**config.mk**
```make
export PLATFORM = sky130hd
export DESIGN_NAME = a2_card_top
export DESIGN_NICKNAME = d
export VERILOG_FILES = /design/src/a2_card_pkg.sv /design/src/a2_clock_sync.sv /design/src/bus_data_select.sv /design/src/audio_mixer.sv /design/src/scanline_dimmer.sv /design/src/a2_card_top.sv
export VERILOG_INCLUDE_DIRS = /design/src
export SDC_FILE = /design/constraint.sdc
export NUM_CORES = 1
export LEC_CHECK = 0
export ABC_AREA = 1
export BUFFER_PORTS_ARGS = -buffer_cell sky130_fd_sc_hd__buf_2
export CAP_MARGIN = 20
export CORE_ASPECT_RATIO = 0.6
export CORE_UTILIZATION = 30
export DETAILED_ROUTE_END_ITERATION = 10
export SYNTH_ARGS = -nofsm -noshare
export SYNTH_HDL_FRONTEND = slang
export SYNTH_SLANG_ARGS = --single-unit
```
**constraint.sdc**
```tcl
create_clock -name clk_logic_w -period 3.85 [get_ports clk_logic_w]
set_input_delay 0.1925 -clock clk_logic_w [delete_from_list [all_inputs] [get_ports clk_logic_w]]
set_output_delay 0.1925 -clock clk_logic_w [all_outputs]
set_load 0.01 [all_outputs]
```
**src/a2_card_cfg.svh**
```systemverilog
// ====================
// Build-time widths, levels and enable defaults for the card glue logic
// Included by the package and by every RTL module that needs a constant
// ====================
`ifndef A2_CARD_CFG_SVH
`define A2_CARD_CFG_SVH

// Bus, audio and video widths
`define A2_DATA_W 8
`define AUDIO_W 16
`define MB_LEVEL_W 10
`define COLOR_W 8
`define COORD_W 10

// Speaker square wave magnitude
`define SPEAKER_LEVEL 16'h3000

// Equal synchronized samples before a new clock level is accepted
`define DENOISE_SAMPLES 3

// Feature defaults
`define SCANLINES_DEFAULT 1'b0
`define BUS_DATA_OUT_DEFAULT 1'b1
`define IRQ_OUT_DEFAULT 1'b1

`endif

```
**src/a2_card_pkg.sv**
```systemverilog
// ====================
// Shared types for the card glue logic
// ====================
`include "a2_card_cfg.svh"

package a2_card_pkg;

    // Apple data bus byte
    typedef logic [`A2_DATA_W-1:0] a2_data_t;

    // Audio word, signedness depends on the source
    typedef logic [`AUDIO_W-1:0] audio_sample_t;

    // Raw Mockingboard channel level, unsigned
    typedef logic [`MB_LEVEL_W-1:0] mb_level_t;

    // One colour channel
    typedef logic [`COLOR_W-1:0] color_t;

    // Screen row or column
    typedef logic [`COORD_W-1:0] screen_coord_t;

    // Accepted level of a filtered Apple clock
    typedef enum logic {
        LEVEL_LOW  = 1'b0,
        LEVEL_HIGH = 1'b1
    } clk_level_t;

endpackage

```
**src/a2_clock_sync.sv**
```systemverilog
// ====================
// Brings one Apple clock into the logic domain with a glitch filter
// Gives a clean level, its inverse and one-cycle edge pulses
// ====================
`timescale 1ns/1ns
`include "a2_card_cfg.svh"

module a2_clock_sync (
    input  logic clk_logic_w,
    input  logic reset_i,
    input  logic clk_i,
    output logic level_o,
    output logic level_n_o,
    output logic posedge_o,
    output logic negedge_o
);

    import a2_card_pkg::*;

    localparam int CNT_W = $clog2(`DENOISE_SAMPLES + 1);
    localparam logic [CNT_W-1:0] LAST_SAMPLE = CNT_W'(`DENOISE_SAMPLES - 1);

    logic [1:0] sync_r;
    clk_level_t state_r;
    logic [CNT_W-1:0] count_r;
    logic sample_differs_w;

    // Synchronized input disagrees with the accepted level
    assign sample_differs_w = sync_r[1] != (state_r == LEVEL_HIGH);

    always_ff @(posedge clk_logic_w) begin
        if (reset_i) begin
            sync_r <= 2'b00;
            state_r <= LEVEL_LOW;
            count_r <= '0;
            posedge_o <= 1'b0;
            negedge_o <= 1'b0;
        end else begin
            sync_r <= {sync_r[0], clk_i};
            posedge_o <= 1'b0;
            negedge_o <= 1'b0;

            if (sample_differs_w) begin
                if (count_r == LAST_SAMPLE) begin
                    // Enough equal samples, flip the level
                    count_r <= '0;
                    case (state_r)
                        LEVEL_LOW: begin
                            state_r <= LEVEL_HIGH;
                            posedge_o <= 1'b1;
                        end
                        default: begin
                            state_r <= LEVEL_LOW;
                            negedge_o <= 1'b1;
                        end
                    endcase
                end else begin
                    count_r <= count_r + 1'b1;
                end
            end else begin
                // A glitch back to the current level restarts the count
                count_r <= '0;
            end
        end
    end

    assign level_o = (state_r == LEVEL_HIGH);
    assign level_n_o = ~level_o;

    // Edge pulses are mutually exclusive and match the new level
    edge_pulses_exclusive: assert property (
        @(posedge clk_logic_w) disable iff (reset_i)
        !(posedge_o && negedge_o)
    ) else $error("a2_clock_sync: posedge and negedge pulses together");

endmodule

```
**src/bus_data_select.sv**
```systemverilog
// ====================
// Picks the byte the slot cards return to the Apple bus, by priority
// Also merges the card interrupts into one active-low line
// ====================
`timescale 1ns/1ns
`include "a2_card_cfg.svh"

module bus_data_select #(
    parameter bit DATA_OUT_ENABLE = `BUS_DATA_OUT_DEFAULT,
    parameter bit IRQ_OUT_ENABLE = `IRQ_OUT_DEFAULT
) (
    input  logic clk_logic_w,
    input  logic reset_i,

    input  a2_card_pkg::a2_data_t bus_data_i,

    input  logic ssc_rd_i,
    input  a2_card_pkg::a2_data_t ssc_data_i,
    input  logic ssp_rd_i,
    input  a2_card_pkg::a2_data_t ssp_data_i,
    input  logic mb_rd_i,
    input  a2_card_pkg::a2_data_t mb_data_i,

    input  logic ssc_irq_n_i,
    input  logic ssp_irq_n_i,
    input  logic mb_irq_n_i,

    output logic data_out_en_o,
    output a2_card_pkg::a2_data_t data_out_o,
    output logic irq_n_o
);

    import a2_card_pkg::*;

    a2_data_t data_sel_w;
    logic any_rd_w;
    logic irq_n_w;

    assign any_rd_w = ssc_rd_i | ssp_rd_i | mb_rd_i;

    // Serial card wins, then SuperSprite, then Mockingboard
    always_comb begin
        if (ssc_rd_i) begin
            data_sel_w = ssc_data_i;
        end else if (ssp_rd_i) begin
            data_sel_w = ssp_data_i;
        end else if (mb_rd_i) begin
            data_sel_w = mb_data_i;
        end else begin
            // Nobody reads, keep what is on the bus
            data_sel_w = bus_data_i;
        end
    end

    assign irq_n_w = ssc_irq_n_i & ssp_irq_n_i & mb_irq_n_i;

    always_ff @(posedge clk_logic_w) begin
        if (reset_i) begin
            data_out_en_o <= 1'b0;
            data_out_o <= '0;
            irq_n_o <= 1'b1;
        end else begin
            data_out_en_o <= any_rd_w & DATA_OUT_ENABLE;
            data_out_o <= data_sel_w;
            irq_n_o <= IRQ_OUT_ENABLE ? irq_n_w : 1'b1;
        end
    end

    // The bus is only driven after a card asked to be read
    no_drive_without_read: assert property (
        @(posedge clk_logic_w) disable iff (reset_i)
        !any_rd_w |=> !data_out_en_o
    ) else $error("bus_data_select: data driven with no read request");

endmodule

```
**src/audio_mixer.sv**
```systemverilog
// ====================
// Two-stage audio mix: each source is made signed, then all are summed
// Output follows the inputs two clocks later, wrapping at 16 bits
// ====================
`timescale 1ns/1ns
`include "a2_card_cfg.svh"

module audio_mixer (
    input  logic clk_logic_w,
    input  logic reset_i,

    input  a2_card_pkg::audio_sample_t ensoniq_l_i,
    input  a2_card_pkg::audio_sample_t ensoniq_r_i,
    input  a2_card_pkg::audio_sample_t ssp_audio_i,
    input  a2_card_pkg::mb_level_t mb_l_i,
    input  a2_card_pkg::mb_level_t mb_r_i,
    input  logic speaker_i,
    input  logic speaker_sw_n_i,

    output a2_card_pkg::audio_sample_t mix_l_o,
    output a2_card_pkg::audio_sample_t mix_r_o
);

    import a2_card_pkg::*;

    // Places the Mockingboard level just under the sign bit
    localparam int MB_SHIFT = `AUDIO_W - 1 - `MB_LEVEL_W;
    localparam audio_sample_t MID_SCALE = {1'b1, {(`AUDIO_W-1){1'b0}}};
    localparam audio_sample_t SPK_HIGH = `SPEAKER_LEVEL;
    localparam audio_sample_t SPK_LOW = '0 - SPK_HIGH;

    audio_sample_t ens_l_r;
    audio_sample_t ens_r_r;
    audio_sample_t ssp_r;
    audio_sample_t mb_l_r;
    audio_sample_t mb_r_r;
    audio_sample_t spk_r;
    audio_sample_t spk_w;

    // Speaker square wave, silent unless the switch is on
    always_comb begin
        if (!speaker_sw_n_i) begin
            spk_w = speaker_i ? SPK_HIGH : SPK_LOW;
        end else begin
            spk_w = '0;
        end
    end

    // Stage 1, convert to signed
    always_ff @(posedge clk_logic_w) begin
        if (reset_i) begin
            ens_l_r <= '0;
            ens_r_r <= '0;
            ssp_r <= '0;
            mb_l_r <= '0;
            mb_r_r <= '0;
            spk_r <= '0;
        end else begin
            ens_l_r <= ensoniq_l_i;
            ens_r_r <= ensoniq_r_i;
            ssp_r <= ssp_audio_i - MID_SCALE;
            mb_l_r <= (audio_sample_t'(mb_l_i) << MB_SHIFT) - MID_SCALE;
            mb_r_r <= (audio_sample_t'(mb_r_i) << MB_SHIFT) - MID_SCALE;
            spk_r <= spk_w;
        end
    end

    // Stage 2, per-channel sum
    always_ff @(posedge clk_logic_w) begin
        if (reset_i) begin
            mix_l_o <= '0;
            mix_r_o <= '0;
        end else begin
            mix_l_o <= ens_l_r + ssp_r + mb_l_r + spk_r;
            mix_r_o <= ens_r_r + ssp_r + mb_r_r + spk_r;
        end
    end

endmodule

```
**src/scanline_dimmer.sv**
```systemverilog
// ====================
// Halves the pixel colour on odd rows when scanlines are on
// ====================
`timescale 1ns/1ns
`include "a2_card_cfg.svh"

module scanline_dimmer (
    input  logic clk_logic_w,
    input  logic reset_i,
    input  a2_card_pkg::color_t r_i,
    input  a2_card_pkg::color_t g_i,
    input  a2_card_pkg::color_t b_i,
    input  a2_card_pkg::screen_coord_t screen_y_i,
    input  logic scanline_sw_n_i,
    output a2_card_pkg::color_t r_o,
    output a2_card_pkg::color_t g_o,
    output a2_card_pkg::color_t b_o
);

    logic scanlines_en_w;
    logic dim_w;

    assign scanlines_en_w = `SCANLINES_DEFAULT | ~scanline_sw_n_i;
    // Odd rows only
    assign dim_w = scanlines_en_w & screen_y_i[0];

    always_ff @(posedge clk_logic_w) begin
        if (reset_i) begin
            r_o <= '0;
            g_o <= '0;
            b_o <= '0;
        end else begin
            r_o <= dim_w ? (r_i >> 1) : r_i;
            g_o <= dim_w ? (g_i >> 1) : g_i;
            b_o <= dim_w ? (b_i >> 1) : b_i;
        end
    end

endmodule

```
**src/a2_card_top.sv**
```systemverilog
// ====================
// Card glue top level: clock recovery, bus return path, audio mix, scanlines
// Card, audio and video cores sit outside and feed the inputs here
// ====================
`timescale 1ns/1ns

module a2_card_top (
    input  logic clk_logic_w,
    input  logic reset_i,

    input  logic a2_phi1_i,
    input  logic a2_7m_i,
    input  logic [3:0] dip_switches_n_i,

    input  a2_card_pkg::a2_data_t bus_data_i,
    input  logic ssc_rd_i,
    input  a2_card_pkg::a2_data_t ssc_data_i,
    input  logic ssp_rd_i,
    input  a2_card_pkg::a2_data_t ssp_data_i,
    input  logic mb_rd_i,
    input  a2_card_pkg::a2_data_t mb_data_i,
    input  logic ssc_irq_n_i,
    input  logic ssp_irq_n_i,
    input  logic mb_irq_n_i,

    input  a2_card_pkg::audio_sample_t ensoniq_l_i,
    input  a2_card_pkg::audio_sample_t ensoniq_r_i,
    input  a2_card_pkg::audio_sample_t ssp_audio_i,
    input  a2_card_pkg::mb_level_t mb_l_i,
    input  a2_card_pkg::mb_level_t mb_r_i,
    input  logic speaker_i,

    input  a2_card_pkg::color_t r_i,
    input  a2_card_pkg::color_t g_i,
    input  a2_card_pkg::color_t b_i,
    input  a2_card_pkg::screen_coord_t screen_y_i,

    output logic phi0_o,
    output logic phi1_o,
    output logic phi1_posedge_o,
    output logic phi1_negedge_o,
    output logic clk_7m_o,
    output logic clk_7m_posedge_o,
    output logic clk_7m_negedge_o,

    output logic data_out_en_o,
    output a2_card_pkg::a2_data_t data_out_o,
    output logic irq_n_o,

    output a2_card_pkg::audio_sample_t mix_l_o,
    output a2_card_pkg::audio_sample_t mix_r_o,

    output a2_card_pkg::color_t r_o,
    output a2_card_pkg::color_t g_o,
    output a2_card_pkg::color_t b_o
);

    // Phi0 is the filtered inverse of phi1
    a2_clock_sync phi1_sync (
        .clk_logic_w(clk_logic_w),
        .reset_i(reset_i),
        .clk_i(a2_phi1_i),
        .level_o(phi1_o),
        .level_n_o(phi0_o),
        .posedge_o(phi1_posedge_o),
        .negedge_o(phi1_negedge_o)
    );

    a2_clock_sync clk_7m_sync (
        .clk_logic_w(clk_logic_w),
        .reset_i(reset_i),
        .clk_i(a2_7m_i),
        .level_o(clk_7m_o),
        .level_n_o(),
        .posedge_o(clk_7m_posedge_o),
        .negedge_o(clk_7m_negedge_o)
    );

    bus_data_select bus_data_select (
        .clk_logic_w(clk_logic_w),
        .reset_i(reset_i),
        .bus_data_i(bus_data_i),
        .ssc_rd_i(ssc_rd_i),
        .ssc_data_i(ssc_data_i),
        .ssp_rd_i(ssp_rd_i),
        .ssp_data_i(ssp_data_i),
        .mb_rd_i(mb_rd_i),
        .mb_data_i(mb_data_i),
        .ssc_irq_n_i(ssc_irq_n_i),
        .ssp_irq_n_i(ssp_irq_n_i),
        .mb_irq_n_i(mb_irq_n_i),
        .data_out_en_o(data_out_en_o),
        .data_out_o(data_out_o),
        .irq_n_o(irq_n_o)
    );

    // Dip switch 1 enables the speaker
    audio_mixer audio_mixer (
        .clk_logic_w(clk_logic_w),
        .reset_i(reset_i),
        .ensoniq_l_i(ensoniq_l_i),
        .ensoniq_r_i(ensoniq_r_i),
        .ssp_audio_i(ssp_audio_i),
        .mb_l_i(mb_l_i),
        .mb_r_i(mb_r_i),
        .speaker_i(speaker_i),
        .speaker_sw_n_i(dip_switches_n_i[1]),
        .mix_l_o(mix_l_o),
        .mix_r_o(mix_r_o)
    );

    // Dip switch 0 enables scanlines
    scanline_dimmer scanline_dimmer (
        .clk_logic_w(clk_logic_w),
        .reset_i(reset_i),
        .r_i(r_i),
        .g_i(g_i),
        .b_i(b_i),
        .screen_y_i(screen_y_i),
        .scanline_sw_n_i(dip_switches_n_i[0]),
        .r_o(r_o),
        .g_o(g_o),
        .b_o(b_o)
    );

endmodule

```
==> results.toml, run 1 <==
[run_status]
outcome = "finished clean"

[global_routing]
grt_max_degree = 53
grt_remaining_overflow = 0
top_usage_layer = "met2"
antenna_found_initial = 2
gr-usage-met2 = 0.246
use_met3 = 0.0590
grt_pass1_vias = 6381
grt_first_pass_wirelength_um = 30900
gr-usage-met1 = 0.212
grtUsageTotal = 0.160

[setup_path]
cp.arrival_ps = 3090
endpoint_kind = "register"
crit_type = "reg2reg"
worstPathMaxFanout = 4
startpoint_type = "register"
required_ps = 4210

[drt]
drtAntennaViolNets = 0
drt_wl_total_um = 19300
drt-initial-drc-count = 288
wl_per_cell_um = 12.2
post-route-drc-count = 0
num_vias = 6536
drt-vias-per-instance = 4.12
dr.pass1.iters = 6

[final_layout]
final_nets = 1494
fill_cells = 2432
register_area_um2 = 3040
fin_area_um2 = 10200
area_growth_pct = 38.4
multi_input_area_um2 = 3360
finish.utilization = 0.432
post_route_cells_drive_above_1_share = 0.201

[logic_synthesis]
yosysMostFrequentCell = "inv_1"
synth_top_area_share = 0.414
ys_top_cells_by_count = "inv_1, nor2_1, nand2_1, dfxtp_1, ha_1"
syn_inst = 957
netlist_area_um2 = 7360
synthFlopType = "dfxtp_1"
synth_warnings = 0
yosys_register_bits = 152
synth-edff-count = 0
async_reset_ff_frac = 0
ys_types = 36
synthTopCellsByArea = "dfxtp_1, inv_1, ha_1"
synth_seq_area_share = 0.414
synth_top_cell_by_area = "dfxtp_1"
syn_avg_cell_area_um2 = 7.69
syn_nets = 1194

[timing]
tightest_slew_ps = 563
rsz0062_at_grt = "false"
fin_skew_ps = 14.4
max_freq_mhz = 366
hold_violations = 0
slew_headroom = 0.625
min_period_ps = 2730
tns_ps = 0
slew_viol_final = 0
fin_crit_sh = 0.709
setup_viol = 0

[floorplanning]
start_util = 0.312
die_area_um2 = 25200
pin_count = 222
row_count = 43
core-area_um2 = 23600
die_h_um = 123
die_width_um = 204

[clock_network]
cts_sinks = 152
holdBufCountCts = 89
clock_latency_ps = 430
cts_setup_buffers = 0
cts_max_path_buffers = 2
cts_tree = "done"
cts_resized = 0
clockRootBuffer = "clkbuf_16"
h-tree-depth = 4
numCtsBuffers = 17
clk_pin_slew_ps = 70

[power_and_ir_drop]
max-vdd-ir-drop_mv = 0.278
p_per_area_nw_per_um2 = 416
power_leakage_uw = 0.00563

[placement]
dpl_cell_area_um2 = 8720
dp_hpwl_um = 14400
place.gp.congestion = 0.823
port-buffer-count = 210

[job]
cap_violations = 0

[min_path]
hp-class = "in2reg"
[final cells by class]
type / count / share of cell area
antenna: 1 / 0.000246
clock buffer: 20 / 0.0439
clock inverter: 11 / 0.0112
inverter: 226 / 0.0833
multi-input combinational: 558 / 0.330
sequential: 152 / 0.299
tap: 315 / 0.0387
timing repair buffer: 302 / 0.193
[sequential cells by signal (all words and copies together) (netlist names), 8 cells and up]
name                        cells
audio_mixer.ens_l_r            16
audio_mixer.ens_r_r            16
audio_mixer.mb_l_r             11
audio_mixer.mb_r_r             10
audio_mixer.mix_l_o            16
audio_mixer.mix_r_o            16
audio_mixer.ssp_r              16
bus_data_select.data_out_o      8
scanline_dimmer.b_o             8
scanline_dimmer.g_o             8
scanline_dimmer.r_o             8
[power breakdown]
part	switching (uW)	internal, uW	total, uW	leakage [uW]
logic	505	375	880	0.00411
clock network	705	914	1620	0.000258
registers	37.5	1690	1730	0.00126
total	1250	2980	4230	0.00563
[critical path: stages, from the launching register on]
cell and delay, ps:
dfxtp_1 360, inv_1 120, fa_1 520, fa_1 560, inv_1 70, ha_1 350, nand2_1 120, inv_1 40
nand2_1 60, nand2_1 50, a21oi_1 100, nand2_1 110, nand2_1 70, nand2_1 50, nor2_1 90
[through the flow]
| stage | setup WS [ps] | total power (uW) | hold slack [ps] | instances |
|---|---|---|---|---|
| after floorplan | 1380 | 2280 | 259 | 957 |
| after global placement | 1090 | 2570 | 356 | 1464 |
| after detailed placement | 1120 | 2580 | 360 | 1464 |
| after CTS | 1070 | 4300 | 0.215 | 1584 |
| after global routing | 779 | 4500 | 13.3 | 1585 |
| final | 1120 | 4230 | 19.6 | 1585 |
[cell families after synthesis]
group / synth area share
simple gates: 0.211
fa+ha+maj: 0.178
xor+xnor: 0.00119
flops: 0.414
compound gates: 0.0668
buf+inv: 0.129
[routing by layer]
metal / vias up / share of wire
met4: 2 / 0.0085
met2: 188 / 0.42
met3: 15 / 0.075
met5: - / 0.00067
li1: 3463 / -
met1: 2868 / 0.49
[cells in the final DEF, fill, tap and decap left out, types with 2 or more instances in the layout]
master	count
a21o_1	2
a21oi_1	30
a22oi_1	2
a311oi_1	6
buf_2	209
buf_4	4
clkbuf_1	2
clkbuf_16	17
clkinvlp_4	5
dfxtp_1	152
dlygate4sd3_1	89
fa_1	28
ha_1	60
inv_1	223
inv_2	2
inv_6	3
nand2_1	158
nand2_2	4
nand3_1	25
nand3_2	4
nand3b_1	2
nand4_1	3
nor2_1	172
nor3_1	8
o21a_1	3
o21ai_0	39
o21ai_1	2
[final timing paths]
check / start / to / cells after the start / slack, ps
setup / recovery: audio_mixer.spk_r[14]$_SDFF_PP0_ / audio_mixer.mix_r_o[15]$_SDFF_PP0_ / 14 / 1120
hold reg to reg: clk_7m_sync.sync_r[0]$_SDFF_PP0_ / clk_7m_sync.sync_r[1]$_SDFF_PP0_ / 2 / 410
setup reg to reg: audio_mixer.spk_r[14]$_SDFF_PP0_ / audio_mixer.mix_r_o[15]$_SDFF_PP0_ / 14 / 1120
hold / removal: r_i[6] / scanline_dimmer.r_o[5]$_SDFF_PP0_ / 3 / 20
No activity file was read; power rests on OpenSTA's default activity.
==> run 2: changes to the inputs <==
Clock period 3.85 ns to 2.45 ns, I/O delays scaled along.
==> results.toml, run 2 (same netlist as run 1, synthesis figures left out) <==
[floorplanning]
pin_count = 222
die_h_um = 123
die_width_um = 204
start_util = 0.312
core-area_um2 = 23600
die_area_um2 = 25200
row_count = 43

[clock_network]
cts_sinks = 152
clk_pin_slew_ps = 70
cts_tree = "done"
clock_latency_ps = 430
cts_max_path_buffers = 2
h-tree-depth = 4
numCtsBuffers = 17
clockRootBuffer = "clkbuf_16"

[final_layout]
final_nets = 1546
area_growth_pct = 52.2
finish.utilization = 0.475
post_route_cells_drive_above_1_share = 0.276
fin_area_um2 = 11200
final_cell_mix = "inv_1, buf_2, nor2_1"
multi_input_area_um2 = 3870
register_area_um2 = 3050
fill_cells = 2238
final_common_cell = "inv_1"

[setup_path]
reg2reg_from = "audio_mixer.mb_l_r[12]$_SDFF_PP0_"
r2r-end = "audio_mixer.mix_l_o[15]$_SDFF_PP0_"
crit_top_cell = "nand2_1"
startpoint_type = "register"
path_buf_inv = 2
cp_slowest_cell = "fa_1"
endpoint_kind = "register"
worstPathMaxFanout = 4
required_ps = 2810
cp.arrival_ps = 2800
crit_type = "reg2reg"
path_cells = "inv_2 -> fa_1 -> inv_1 -> fa_1 -> ha_4 -> nand2_2 -> nand2_2 -> nand2_1 -> nand2_1 -> a21oi_2 -> nand2_1 -> nand2_1 -> nand2_1 -> nor2_1"
r2r_slack_ps = 20
max_stage_delay_ps = 570
crit_family = "adder cells"
reg2reg_depth = 14

[timing]
min_period_ps = 2430
fin_crit_sh = 0.994
slew_viol_final = 0
fin_skew_ps = 10.9
tightest_slew_ps = 594
max_freq_mhz = 411
rsz0062_at_grt = "true"
setup_viol = 0
slew_headroom = 0.604
tns_ps = 0
hold_violations = 0
whs_ps = 33.8

[global_routing]
antenna_found_initial = 2
grt_remaining_overflow = 0
grtUsageTotal = 0.171
grt_first_pass_wirelength_um = 33100
grt_max_degree = 53
grt_pass1_vias = 6946

[drt]
wl_per_cell_um = 13.2
drt-initial-drc-count = 226
num_vias = 6972
drt-vias-per-instance = 4.26
post-route-drc-count = 0
drtAntennaViolNets = 0
drt_wl_total_um = 21600
dr.pass1.iters = 4

[placement]
dpl_cell_area_um2 = 8870
dp_hpwl_um = 15100
port-buffer-count = 210
place.gp.congestion = 0.871

[job]
cap_violations = 0

[min_path]
whs_endpoint = "bus_data_select.data_out_en_o$_SDFF_PP0_"
hp-class = "in2reg"
holdPathStages = 3
hp-start = "ssp_rd_i"

[power_and_ir_drop]
p_per_area_nw_per_um2 = 649
power_leakage_uw = 0.00595
max-vdd-ir-drop_mv = 0.415

[run_status]
outcome = "finished clean"
==> run 2: cell types whose count changed in the layout (fill, tap and decap cells not counted), moves of 7 or more <==
cell           delta
nor2_2           +11
nand2_2          +11
dlygate4sd3_1    +30
ha_1             -28
nor2_1           -13
a21oi_1           -7
buf_4            +22
nand2_1          -15
ha_4             +25
==> run 2: power breakdown <==
part / switching, uW / internal (uW) / total, uW
clock: 1110 / 1570 / 2670
combinational: 986 / 881 / 1870
sequential: 64.9 / 2660 / 2730
==> run 2: layout make-up <==
type	instances	share of cell area
multi-input cells	558	0.346
flip-flops and latches	152	0.272
repair buffers	354	0.217
inverters	226	0.0758
clock buffers	19	0.0405
well taps	315	0.0352
clock inverters	13	0.0129
diodes	1	0.000224
==> run 2: how the worst max path moves through the flow <==
stage,slack [ps],depth (start not counted),to,startpoint
5_1_grt,-160,15,audio_mixer.mix_l_o[15]$_SDFF_PP0_,audio_mixer.ssp_r[5]$_SDFF_PP0_
3_3_place_gp,-70,13,audio_mixer.mix_r_o[15]$_SDFF_PP0_,audio_mixer.spk_r[14]$_SDFF_PP0_
6_report,20,14,audio_mixer.mix_l_o[15]$_SDFF_PP0_,audio_mixer.mb_l_r[12]$_SDFF_PP0_
3_5_place_dp,-130,11,audio_mixer.mix_r_o[14]$_SDFF_PP0_,audio_mixer.spk_r[13]$_SDFF_PP0_
4_1_cts,0.3,14,audio_mixer.mix_r_o[9]$_SDFF_PP0_,audio_mixer.ssp_r[8]$_SDFF_PP0_
2_1_floorplan,10,13,audio_mixer.mix_l_o[15]$_SDFF_PP0_,audio_mixer.spk_r[14]$_SDFF_PP0_
==> run 2: timing repair <==
item / CTS / global route
gates cloned: 0 / 0
hold buffers: 119 / 0
hold endpoints to repair: 107 / 0
resized for setup: 15 / 81
setup endpoints to repair: 8 / 17
pin swaps: 9 / 39
buffers inserted: 0 / 3
==> run 2: layer usage <==
metal	global-route usage	vias up	wire, um	share of wire
met4	0.0560	0	385	0.018
met5	0	-	0	0
met3	0.0651	27	1740	0.081
li1	-	3570	-	-
met1	0.213	3155	9850	0.46
met2	0.273	220	9590	0.44
==> run 2: stage by stage <==
| step | cells | worst slack [ps] | total power, uW |
|---|---|---|---|
| after global routing | 1638 | -156 | 7680 |
| after global placement | 1483 | -67.8 | 4150 |
| after CTS | 1634 | 0.341 | 7090 |
| final | 1638 | 15.3 | 7270 |
| after floorplan | 957 | 13.0 | 3590 |
| after detailed placement | 1483 | -130 | 4160 |
==> run 2: worst reg2reg max path: cells and delay by family (launching register included) <==
kind / cells / cell delay, ps
fa+ha+maj: 3 / 1330
simple gates: 8 / 540
flops: 1 / 320
compound gates: 1 / 100
buf+inv: 2 / 80
==> run 3: changes to the inputs <==
Settings changed: ABC_AREA 1 to 0, PLACE_DENSITY from default to 0.55.
==> results.toml, run 3 <==
[run_status]
outcome = "complete, but fails checks"
violations = "negative setup slack"

[global_routing]
top_usage_layer = "met2"
grt_remaining_overflow = 0
gr-usage-met2 = 0.284
gr-usage-met1 = 0.219
grt_pass1_vias = 6004
grtUsageTotal = 0.171
use_met3 = 0.0467
grt_first_pass_wirelength_um = 30700
antenna_found_initial = 0
grt_max_degree = 48

[drt]
post-route-drc-count = 0
wl_per_cell_um = 14.4
drt-initial-drc-count = 97
drtAntennaViolNets = 0
drt_wl_total_um = 20300
dr.pass1.iters = 6
num_vias = 5951
drt-vias-per-instance = 4.21

[power_and_ir_drop]
seq_power_share = 0.387
switchingPower_uw = 2060
power_frac_clock = 0.337
p_int_uw = 5000
power_leakage_uw = 0.00521
max-vdd-ir-drop_mv = 0.462
p_sw_frac = 0.291
p_per_area_nw_per_um2 = 630
combPwrFrac = 0.276

[clock_network]
cts_max_path_buffers = 2
clk_pin_slew_ps = 60
clockRootBuffer = "clkbuf_16"
numCtsBuffers = 17
cts_tree = "done"
cts_sinks = 152
clock_latency_ps = 430
h-tree-depth = 4

[setup_path]
crit_type = "reg2reg"
reg2reg_depth = 9
endpoint_kind = "register"
max_stage_delay_ps = 520
required_ps = 2770
crit_top_cell = "ha_4"
cp_slowest_cell = "fa_1"
path_cells = "buf_6 -> fa_1 -> ha_4 -> ha_4 -> a21o_1 -> a31oi_4 -> and2_4 -> o311a_1 -> mux2_4"
worstPathMaxFanout = 4
startpoint_type = "register"
r2r_slack_ps = -180
cp.arrival_ps = 2950
reg2reg_from = "audio_mixer.ssp_r[6]$_SDFF_PP0_"
r2r-end = "audio_mixer.mix_l_o[13]$_SDFF_PP0_"

[floorplanning]
die_area_um2 = 23700
die_width_um = 198
start_util = 0.310
core-area_um2 = 22300
row_count = 42
pin_count = 222
die_h_um = 120

[logic_synthesis]
yosys_register_bits = 152
synth_top_cell_by_area = "dfxtp_1"
syn_avg_cell_area_um2 = 9.76
syn_inst = 710
ys_top_cells_by_count = "dfxtp_1, inv_1, nor2b_1, nand2_1, ha_1"
synth_seq_area_share = 0.439
yosysMostFrequentCell = "dfxtp_1"
async_reset_ff_frac = 0
synthTopCellsByArea = "dfxtp_1, ha_1, fa_1"
synth_top_area_share = 0.439
synth_warnings = 0
syn_nets = 947
netlist_area_um2 = 6930
synthFlopType = "dfxtp_1"
ys_types = 50
synth-edff-count = 0

[placement]
preCtsSetupSlack_ps = -269
dp_cells = 1256
place.gp.congestion = 0.789
port-buffer-count = 210
dp_hpwl_um = 14300

[final_layout]
final_common_cell = "buf_2"
area_growth_pct = 61.8
insertedDiodeCount = 0
final_cell_mix = "buf_2, dfxtp_1, dlygate4sd3_1"
finish.utilization = 0.502
final_nets = 1331
post_route_cells_drive_above_1_share = 0.382
final_cells = 1414

[timing]
max_freq_mhz = 380
slew_viol_final = 0
slew_headroom = 0.355
min_period_ps = 2630
setup_viol = 10
hold_violations = 0
tightest_slew_ps = 967
fin_crit_sh = 1.07
fin_skew_ps = 9.65
setup_ws_ps = -181
rsz0062_at_grt = "true"
tns_ps = -1080

[job]
cap_violations = 0

[min_path]
holdPathStages = 5
hp-class = "in2reg"
hp-start = "ssp_data_i[4]"
whs_endpoint = "bus_data_select.data_out_o[4]$_SDFF_PP0_"
==> run 3: cell count changes after synthesis, moves of 10 or more <==
cell	previous run	this run
o21ai_0	39	15
clkbuf_1	10	20
nor2_1	172	39
mux2i_1	0	20
nor2b_1	0	84
inv_1	223	85
nand2_1	158	63
nand3_1	25	4
==> run 3: power by group through the flow <==
stage	clock network [uW]	logic, uW	registers, uW
after CTS	2470	1820	2730
after detailed placement	0	1530	2790
final	2380	1950	2730
after floorplan	0	837	2840
after global placement	0	1520	2780
after global routing	2570	2140	2750
==> run 3: per-stage QoR <==
| step | power, uW | cell area, um^2 | hold WS [ps] |
|---|---|---|---|
| 2_1_floorplan | 3670 | 7160 | 194 |
| 3_3_place_gp | 4310 | 8900 | 291 |
| 3_5_place_dp | 4320 | 8900 | 289 |
| 4_1_cts | 7020 | 10900 | 23.4 |
| 5_1_grt | 7450 | 11200 | 54.3 |
| 6_report | 7060 | 11200 | 44.0 |
==> run 3: cells by family after synthesis <==
| group | synth area share |
|---|---|
| flip-flops | 0.439 |
| AND/OR/NAND/NOR | 0.164 |
| buffers and inverters | 0.0598 |
| AO/OA/AOI/OAI | 0.0833 |
| XOR/XNOR | 0.0293 |
| multiplexers | 0.0354 |
| adder cells (fa/ha/maj) | 0.189 |
==> run 3: cell type report <==
type                       count  area, um^2
timing repair buffer         390        2710
tap                          308         385
fill                        2073       11100
clock buffer                  20         447
multi-input combinational    448        4210
inverter                      85         319
clock inverter                11        77.6
sequential                   152        3060
==> run 3: worst max-delay path by stage <==
| stage | cells after the start | endpoint | from |
|---|---|---|---|
| after CTS | 8 | audio_mixer.mix_r_o[14]$_SDFF_PP0_ | audio_mixer.spk_r[13]$_SDFF_PP0_ |
| after detailed placement | 9 | audio_mixer.mix_r_o[14]$_SDFF_PP0_ | audio_mixer.ssp_r[2]$_SDFF_PP0_ |
| final | 9 | audio_mixer.mix_l_o[13]$_SDFF_PP0_ | audio_mixer.ssp_r[6]$_SDFF_PP0_ |
| after global placement | 9 | audio_mixer.mix_r_o[14]$_SDFF_PP0_ | audio_mixer.ssp_r[2]$_SDFF_PP0_ |
| after floorplan | 9 | audio_mixer.mix_r_o[14]$_SDFF_PP0_ | audio_mixer.ens_r_r[2]$_SDFF_PP0_ |
| after global routing | 11 | audio_mixer.mix_l_o[15]$_SDFF_PP0_ | audio_mixer.ssp_r[9]$_SDFF_PP0_ |
==> run 3: worst max-delay path: cells and delay by family, from the launching register on <==
| family | cells | cell delay, ps |
|---|---|---|
| mux | 1 | 300 |
| compound gates | 3 | 580 |
| flops | 1 | 320 |
| buf+inv | 1 | 120 |
| simple gates | 1 | 180 |
| fa+ha+maj | 3 | 1040 |
==> run 3: what timing repair did <==
action | in CTS | in global routing
pin swaps | 37 | 37
setup buffers | 7 | 7
hold buffers | 115 | 0
resized for setup | 53 | 55
setup endpoints to repair | 17 | 18
hold endpoints to repair | 106 | 0
==> run 3: layer usage <==
metal | routed length (um) | vias to the layer above
li1 | - | 3054
met1 | 9670 | 2733
met5 | 0 | -
met2 | 9410 | 150
met3 | 1030 | 14
met4 | 187 | 0
